[config.mk]
export PLATFORM = sky130hd
export DESIGN_NAME = lsu
export DESIGN_NICKNAME = d
export VERILOG_FILES = /design/src/rtl/mem_pkg.sv /design/src/rtl/pipe_pkg.sv /design/src/rtl/pipe_reg.sv /design/src/rtl/lsu.sv
export VERILOG_INCLUDE_DIRS = /design/src /design/src/rtl
export SDC_FILE = /design/constraint.sdc
export NUM_CORES = 1
export LEC_CHECK = 0
export BUFFER_PORTS_ARGS = -buffer_cell sky130_fd_sc_hd__buf_4
export CORE_AREA = 2 2 119 121
export CTS_BUF_LIST = sky130_fd_sc_hd__clkbuf_8 sky130_fd_sc_hd__clkbuf_16
export CTS_CLUSTER_DIAMETER = 60
export DETAILED_ROUTE_END_ITERATION = 8
export DIE_AREA = 0 0 121 123
export PLACE_DENSITY = 0.73
export SLEW_MARGIN = 20
export SYNTH_ARGS = -nofsm -noshare
export SYNTH_HDL_FRONTEND = slang
export SYNTH_SLANG_ARGS = --single-unit
[constraint.sdc]
create_clock -name clk -period 5.1 [get_ports clk]
set_input_delay 1.02 -clock clk [delete_from_list [all_inputs] [get_ports clk]]
set_output_delay 1.02 -clock clk [all_outputs]
set_load 0.03 [all_outputs]
[src/rtl/mem_stage_defs.svh]
`ifndef MEM_STAGE_DEFS_SVH
`define MEM_STAGE_DEFS_SVH

// integer register file data and address widths.
`define REG_W 32
`define REG_ADDR_W 5

// csr file address width.
`define CSR_ADDR_W 12

// byte address width of the data bus.
`define MEM_ADDR_W 32

// one byte enable per byte lane of a word.
`define BE_W (`REG_W / 8)

// the RAM is word addressed, so the two low byte address bits drop out.
`define WORD_ADDR_W (`MEM_ADDR_W - 2)

// number of words in the data RAM.
`define RAM_WORDS 256

`endif

[src/rtl/mem_pkg.sv]
`default_nettype none

`include "mem_stage_defs.svh"

package mem_pkg;

    // mem_none must stay at zero so that a cleared payload carries no access.
    typedef enum logic [3:0] {
        mem_none = 4'd0,
        mem_lb   = 4'd1,
        mem_lh   = 4'd2,
        mem_lw   = 4'd3,
        mem_lbu  = 4'd4,
        mem_lhu  = 4'd5,
        mem_sb   = 4'd6,
        mem_sh   = 4'd7,
        mem_sw   = 4'd8
    } mem_op_e;

    typedef struct packed {
        logic                    en;    // request valid for this cycle.
        logic                    we;    // write when set, read otherwise.
        logic [`BE_W-1:0]        be;
        logic [`WORD_ADDR_W-1:0] addr;  // word address, not byte address.
        logic [`REG_W-1:0]       wdata;
    } ram_req_t;

endpackage

`default_nettype wire

[src/rtl/pipe_pkg.sv]
`default_nettype none

`include "mem_stage_defs.svh"

package pipe_pkg;

    // payload handed from EX into the LS stage.
    typedef struct packed {
        logic                   rd_we;
        logic [`REG_ADDR_W-1:0] rd_addr;
        logic [`REG_W-1:0]      rd_data;    // alu result, or the store data for stores.
        logic [`MEM_ADDR_W-1:0] mem_addr;
        mem_pkg::mem_op_e       mem_op;
        logic                   csr_we;
        logic [`CSR_ADDR_W-1:0] csr_waddr;
        logic [`REG_W-1:0]      csr_wdata;
    } ex_ls_t;

    // payload held between LS and WB while the RAM read completes.
    typedef struct packed {
        logic                   rd_we;
        logic [`REG_ADDR_W-1:0] rd_addr;
        logic [`REG_W-1:0]      rd_data;
        mem_pkg::mem_op_e       mem_op;
        logic [1:0]             offset;     // byte offset within the word, for load lane select.
        logic                   csr_we;
        logic [`CSR_ADDR_W-1:0] csr_waddr;
        logic [`REG_W-1:0]      csr_wdata;
    } ls_wb_t;

    // register file and csr write requests presented to writeback.
    typedef struct packed {
        logic                   rd_we;
        logic [`REG_ADDR_W-1:0] rd_addr;
        logic [`REG_W-1:0]      rd_wdata;
        logic                   csr_we;
        logic [`CSR_ADDR_W-1:0] csr_waddr;
        logic [`REG_W-1:0]      csr_wdata;
    } wb_t;

endpackage

`default_nettype wire

[src/rtl/pipe_reg.sv]
`default_nettype none

module pipe_reg #(
    parameter type payload_t = logic
) (
    input  wire           clk,
    input  wire           reset_i,
    input  wire           load_i,
    input  wire           clear_i,
    input  wire payload_t d_i,
    output payload_t      q_o
);

    // clear wins over load, so a flush drops the item even when the stage advances.
    always_ff @(posedge clk) begin
        if (reset_i || clear_i) begin
            q_o <= '0;  // an all-zero payload has every enable off and the op set to none.
        end else if (load_i) begin
            q_o <= d_i;
        end
    end

endmodule

`default_nettype wire

[src/rtl/lsu.sv]
`default_nettype none

`include "mem_stage_defs.svh"

module lsu (
    input  wire                    clk,
    input  wire                    reset_i,
    input  wire pipe_pkg::ex_ls_t  ls_i,
    input  wire                    stall_ls_i,
    input  wire                    stall_wb_i,
    input  wire                    flush_wb_i,
    output mem_pkg::ram_req_t      ram_req_o,
    input  wire [`REG_W-1:0]       ram_rdata_i,
    output pipe_pkg::wb_t          wb_o,
    output logic                   misalign_o
);

    logic             is_load;
    logic             is_store;
    logic [1:0]       size;     // 0 byte, 1 halfword, 2 word.
    logic [1:0]       offset;
    logic             misalign;
    logic             ls_wb_load;
    logic             ls_wb_clear;
    pipe_pkg::ls_wb_t ls_wb_d;
    pipe_pkg::ls_wb_t ls_wb_q;
    logic [7:0]       ld_byte;
    logic [15:0]      ld_half;
    logic [`REG_W-1:0] rd_wdata;

    assign offset = ls_i.mem_addr[1:0];

    always_comb begin
        is_load  = 1'b0;
        is_store = 1'b0;
        size     = 2'd0;
        case (ls_i.mem_op)
            mem_pkg::mem_lb, mem_pkg::mem_lbu: begin
                is_load = 1'b1;
            end
            mem_pkg::mem_lh, mem_pkg::mem_lhu: begin
                is_load = 1'b1;
                size    = 2'd1;
            end
            mem_pkg::mem_lw: begin
                is_load = 1'b1;
                size    = 2'd2;
            end
            mem_pkg::mem_sb: begin
                is_store = 1'b1;
            end
            mem_pkg::mem_sh: begin
                is_store = 1'b1;
                size     = 2'd1;
            end
            mem_pkg::mem_sw: begin
                is_store = 1'b1;
                size     = 2'd2;
            end
            default: ;
        endcase
    end

    assign misalign = (is_load || is_store) &&
                      ((size == 2'd1 && offset[0]) || (size == 2'd2 && offset != 2'd0));
    assign misalign_o = misalign;

    // the request is dropped for a misaligned access and while LS is held.
    always_comb begin
        ram_req_o.en   = (is_load || is_store) && !misalign && !stall_ls_i;
        ram_req_o.we   = is_store;
        ram_req_o.addr = ls_i.mem_addr[`MEM_ADDR_W-1:2];
        case (size)
            2'd0: begin
                ram_req_o.be    = `BE_W'(4'b0001 << offset);
                ram_req_o.wdata = {4{ls_i.rd_data[7:0]}};
            end
            2'd1: begin
                ram_req_o.be    = offset[1] ? 4'b1100 : 4'b0011;
                ram_req_o.wdata = {2{ls_i.rd_data[15:0]}};
            end
            default: begin
                ram_req_o.be    = 4'b1111;
                ram_req_o.wdata = ls_i.rd_data;
            end
        endcase
    end

    always_comb begin
        ls_wb_d.rd_we     = ls_i.rd_we && !is_store && !misalign;  // stores never write rd.
        ls_wb_d.rd_addr   = ls_i.rd_addr;
        ls_wb_d.rd_data   = ls_i.rd_data;
        ls_wb_d.mem_op    = ls_i.mem_op;
        ls_wb_d.offset    = offset;
        ls_wb_d.csr_we    = ls_i.csr_we;
        ls_wb_d.csr_waddr = ls_i.csr_waddr;
        ls_wb_d.csr_wdata = ls_i.csr_wdata;
    end

    // a bubble goes into WB when LS holds but WB keeps running.
    assign ls_wb_clear = (stall_ls_i && !stall_wb_i) || flush_wb_i;
    assign ls_wb_load  = !stall_ls_i;

    pipe_reg #(
        .payload_t(pipe_pkg::ls_wb_t)
    ) u_ls_wb (
        .clk    (clk),
        .reset_i(reset_i),
        .load_i (ls_wb_load),
        .clear_i(ls_wb_clear),
        .d_i    (ls_wb_d),
        .q_o    (ls_wb_q)
    );

    assign ld_byte = ram_rdata_i[8*ls_wb_q.offset +: 8];
    assign ld_half = ls_wb_q.offset[1] ? ram_rdata_i[31:16] : ram_rdata_i[15:0];

    always_comb begin
        case (ls_wb_q.mem_op)
            mem_pkg::mem_lb:  rd_wdata = {{(`REG_W-8){ld_byte[7]}}, ld_byte};
            mem_pkg::mem_lbu: rd_wdata = {{(`REG_W-8){1'b0}}, ld_byte};
            mem_pkg::mem_lh:  rd_wdata = {{(`REG_W-16){ld_half[15]}}, ld_half};
            mem_pkg::mem_lhu: rd_wdata = {{(`REG_W-16){1'b0}}, ld_half};
            mem_pkg::mem_lw:  rd_wdata = ram_rdata_i;
            default:          rd_wdata = ls_wb_q.rd_data;  // alu result passes through.
        endcase
    end

    always_comb begin
        wb_o.rd_we     = ls_wb_q.rd_we;
        wb_o.rd_addr   = ls_wb_q.rd_addr;
        wb_o.rd_wdata  = rd_wdata;
        wb_o.csr_we    = ls_wb_q.csr_we;
        wb_o.csr_waddr = ls_wb_q.csr_waddr;
        wb_o.csr_wdata = ls_wb_q.csr_wdata;
    end

endmodule

`default_nettype wire

* After elaboration in Yosys (flattened, before gate mapping)
Index checks and enable logic that the tools add are counted.
Cells by class: equal/unequal tests 15, shift-type cells 2, mux-type cells 8, reductions and logical operators 22
Operator list (number):
- 32-bit one-hot mux with 5 select lines | 1
- 32-bit one-hot mux with 2 select lines | 1
- 32-bit by 6-bit variable part select with 8-bit output | 1
- 4-bit by 3-bit == test with 1-bit output, second input constant | 6
- 4-bit by 2-bit == test with 1-bit output, second input constant | 4
- 16-bit 2-to-1 mux | 1
- 4-bit by 1-bit == test with 1-bit output, second input constant | 2
- 1-bit logical AND | 8
- 4-bit one-hot mux with 2 select lines | 1
- 3-bit OR reduction | 2
- 5-bit OR reduction | 1
- 4-bit == test, second input constant | 1
- 1-bit logical NOT | 4
- 1-bit logical OR | 4
- 4-bit 2-to-1 mux | 1
- 2-bit one-hot mux with 2 select lines | 1
- 1-bit by 2-bit left shift with 4-bit output, first input constant | 1
- 2-bit by 1-bit == test with 1-bit output, second input constant | 1
- 2-bit == test, second input constant | 1
- 2-bit logical NOT | 1
- 1-bit 2-to-1 mux | 2
- 2-bit nonzero test | 1
- 2-bit OR reduction | 1
Storage, ports and cells: bits in registers 89, bits of input ports 156, logic and storage cells 55

* Depth between registers and ports, before layout
depth in word-level cells 10, mapped depth 6

* By module
Synthesis repeated with hierarchy kept, for this count alone.
Unflattened totals: cells, all modules 553, area total of the unflattened synthesis 4913.5 µm²
Modules (own cells, without submodules):
- pipe_reg | times used 1, cells an instance 288, area an instance 3138.0 µm²
- lsu | times used 1, cells an instance 265, area an instance 1775.5 µm²

* Least setup slack after synthesis
No wires, ideal clock.
kind input port to output port, start input port ls_i[48] (netlist name), end output port ram_req_o[67] (netlist name), arrival time 2.693 ns, path slack 1.387 ns, stages on the path 5, path buffers 1, cell sequence buf_2 nor2b_1 o22ai_1 o32ai_1 nor3_1
RTL lines:
- start: declaration | line lsu.sv:8 | input wire pipe_pkg::ex_ls_t ls_i,
- end: declaration | line lsu.sv:12 | output mem_pkg::ram_req_t ram_req_o,

==> reports/qor.txt <==
Final hold vios: 0
Post-route antenna net violation count: 0
H-Tree Depth: 3
Die Height: 123 um
Hold EP: u_ls_wb.q_o[88]$_SDFFE_PP0N_
Final design utilization: 0.5090
Setup TNS: 0 ns
Ant diodes: 0
Slowest CP cell: nor2_2
Max Cap Viol: 0
Register area share after synthesis: 0.3333
Post-synthesis adder-cell area fraction: 0
Ratio of final minimum period to clock period: 0.7647
Final WL: 15.89 mm
Global-route wire length before repair: 24.08 mm
Leakage: 3.333 nW
Post-Syn Instances: 604
Initial DRC Count: 196
Crit path capture type: primary output
Fin crit period: 3.900 ns
CP arrival: 2.88 ns
Setup-failing EPs final: 0
Post_cts resized: 0
Most frequent CP cell: buf_4
Hold path cells: 2
Layout cells sized above 1: 0.4005
CTS tree: yes
# DRC: 0
FFs w/ async S/R, synth: 0
Area fraction in compound gates after synthesis: 0.1339
Main combinational cell family by area after synthesis: multiplexers
Synth unique cells: 43
RSZ-0062 raised after global routing: false
Layout area overhead: 29.61%
Number of enable flip-flop cells after synthesis: 0
Power density over the cells: 277.7 mW/mm2
Nets@finish: 895
Post-DR wirelength/cell: 17.19 um
Core area: 0.01361 mm2
Hold_buf cts: 0
HP Class: register to register
Syn avg cell area: 8.850 um2
Worst reg-to-reg path cell count: 2
DP Worst Slack: 1.193 ns
WS Path Type: input pin to primary output
Actual slew at the worst max-slew pin: 1.065 ns
Fmax: 0.2564 GHz
Outcome: finished clean
Top reg by flops: u_ls_wb.q_o
Footprint of the multi-input gates: 0.002609 mm2
FP Rows: 43
Clock transition at path regs: 0.08 ns
Final WS setup: 1.200 ns
Largest net degree at the start of global routing: 48
Synthesized area: 0.005345 mm2
Maximum buffer depth of the clock tree: 2
Worst r2r dst: u_ls_wb.q_o[46]$_SDFFE_PP0N_
Min-delay src: u_ls_wb.q_o[88]$_SDFFE_PP0N_
Boundary pin count: 308
Initial Util: 0.3927
Largest regs: u_ls_wb.q_o x89
XOR/XNOR Fraction of Synth Area: 0.003277
Clk root buf: clkbuf_16
FF/Latch Area: 0.001782 mm2
Vias in the first global route: 4408
Layout fillers: 1340
GRT Resource Usage Total: 0.2083
Fin. max-slew vios: 0
Mux share of post-synthesis cell area: 0.2350
Post-DP HPWL: 11.83 mm
R2R setup slack: 4.02 ns
Port bufs: 247
Post-CTS Setup Inserts: 0
Via Count: 4632
Relative slew slack: 0.2841
1st-pass router iterations: 6
Simple-Gate Fraction of Synth Area: 0.1138
Worst-Skew Late Latency: 0.35 ns
Worst reg2reg startpoint: u_ls_wb.q_o[46]$_SDFFE_PP0N_
Vias/cell: 5.013
Grt ovf: 0
Initial antenna violation count: 0
Max VDD drop: 143.1 uV
Sink Count: 89
Maximum fanout along the worst path: 21
Top FF cell, synth: dfxtp_1
Max reg flops: 89
Die area: 0.01488 mm2
Clock skew: 0 ns
Critical path required time: 4.08 ns
Yosys Warn Count: 0
#FFs+latches synth: 89
DIE WIDTH: 121 um
Total Power: 0.001924 W
Syn Nets: 760
Cells along the critical path: buf_4, or3b_1, a21oi_2, buf_4, nor2_2, mux2_2, buf_4
Setup crit start kind: input pin
CTS buffer count: 9
Final RePlAce weighted congestion: 0.8697
CP peak stage delay: 0.69 ns
[logic make-up after synthesis]
| kind of cell | Yosys count |
|---|---|
| AND/OR/NAND/NOR | 142 |
| buffers and inverters | 156 |
| XOR/XNOR | 2 |
| flip-flops | 89 |
| multiplexers | 114 |
| AO/OA/AOI/OAI | 101 |
[worst max-delay path, delay by kind of cell]
kind / cells / cell delay [ns]
and+or+nand+nor: 2 / 0.86
AOI/OAI and AO/OA: 1 / 0.05
muxes: 1 / 0.42
buffers and inverters: 3 / 0.52
[layout make-up]
class                      instances  share of cell area
clock inverter                     7             0.01192
inverter                          26             0.01409
timing repair buffer             254              0.2752
tap                              180             0.03251
multi-input combinational        359              0.3766
clock buffer                       9             0.03251
sequential                        89              0.2572
[cells in the mapped netlist (2+ instances only)]
| cell type | n | area (um2) |
|---|---|---|
| nor3_1 | 2 | 10.01 |
| nor3b_1 | 2 | 15.01 |
| o21bai_1 | 4 | 30.03 |
| o21ai_0 | 2 | 10.01 |
| o32a_1 | 2 | 20.02 |
| xor2_1 | 2 | 17.52 |
| mux4_2 | 7 | 157.7 |
| mux2_2 | 14 | 157.7 |
| mux2_4 | 2 | 30.03 |
| o311ai_0 | 7 | 61.31 |
| buf_2 | 22 | 110.1 |
| nor2_1 | 108 | 405.4 |
| nand2b_1 | 3 | 18.77 |
| mux2i_1 | 91 | 910.9 |
| nand3_1 | 8 | 40.04 |
| buf_4 | 92 | 690.7 |
| nor2b_1 | 6 | 37.54 |
| dfxtp_1 | 89 | 1782 |
| nand2_1 | 6 | 22.52 |
| o32ai_1 | 10 | 87.58 |
| o21ai_1 | 2 | 10.01 |
| o22a_1 | 8 | 70.07 |
| inv_1 | 26 | 97.59 |
| a22oi_1 | 7 | 52.55 |
| clkbuf_1 | 15 | 56.30 |
| a21o_1 | 8 | 60.06 |
| a22o_1 | 8 | 70.07 |
| o22ai_1 | 2 | 12.51 |
| or3b_1 | 2 | 17.52 |
| a21oi_1 | 34 | 170.2 |
[report_power, final]
part	total, W	switching [W]	internal, W
logic	0.000502	0.000282	0.000220
registers	0.000728	0.0000144	0.000714
clock network	0.000694	0.000305	0.000389
total	0.00192	0.000601	0.00132
[per-layer routing]
layer / global-route usage / vias to the layer above / part of all wire
met1: 0.2736 / 2134 / 0.43
met3: 0.04889 / 20 / 0.080
li1: - / 2267 / -
met2: 0.3336 / 211 / 0.47
met5: 0 / - / 0
met4: 0.07703 / 0 / 0.020
[cells in the final DEF, fill, tap and decap left out, drive strengths merged, types with 4 or more instances in the layout]
| master | netlist | final |
|---|---|---|
| mux2 | 16 | 16 |
| a22oi | 7 | 7 |
| nand2 | 6 | 6 |
| o21bai | 4 | 4 |
| clkbuf | 15 | 9 |
| o32ai | 10 | 10 |
| mux4 | 7 | 7 |
| o22a | 8 | 8 |
| nor2 | 109 | 109 |
| dfxtp | 89 | 89 |
| o311ai | 7 | 7 |
| buf | 115 | 254 |
| nand3 | 8 | 8 |
| inv | 26 | 30 |
| a22o | 8 | 8 |
| a21oi | 35 | 35 |
| a21o | 8 | 8 |
| mux2i | 91 | 91 |
| o21ai | 4 | 4 |
| nor2b | 6 | 6 |
[how the worst max path moves through the flow]
| stage | from | end | slack (ns) | cells past startpoint |
|---|---|---|---|---|
| after floorplan | ls_i[48] | ram_req_o[67] | 1.39 | 5 |
| after global placement | ls_i[48] | ram_req_o[8] | 1.25 | 7 |
| after detailed placement | ls_i[48] | ram_req_o[10] | 1.19 | 7 |
| after CTS | ls_i[48] | ram_req_o[10] | 1.19 | 7 |
| after global routing | ls_i[48] | ram_req_o[10] | 1.06 | 7 |
| final | ls_i[48] | ram_req_o[10] | 1.20 | 7 |
[per-stage QoR]
stage | instance area [um2] | hold WS, ns | instances
2_1_floorplan | 5345 | 0.4578 | 604
3_3_place_gp | 6620 | 0.4758 | 908
3_5_place_dp | 6620 | 0.4713 | 908
4_1_cts | 6928 | 0.4876 | 924
5_1_grt | 6928 | 0.5191 | 924
6_report | 6928 | 0.4835 | 924
Power figures use the tool's default switching activity.
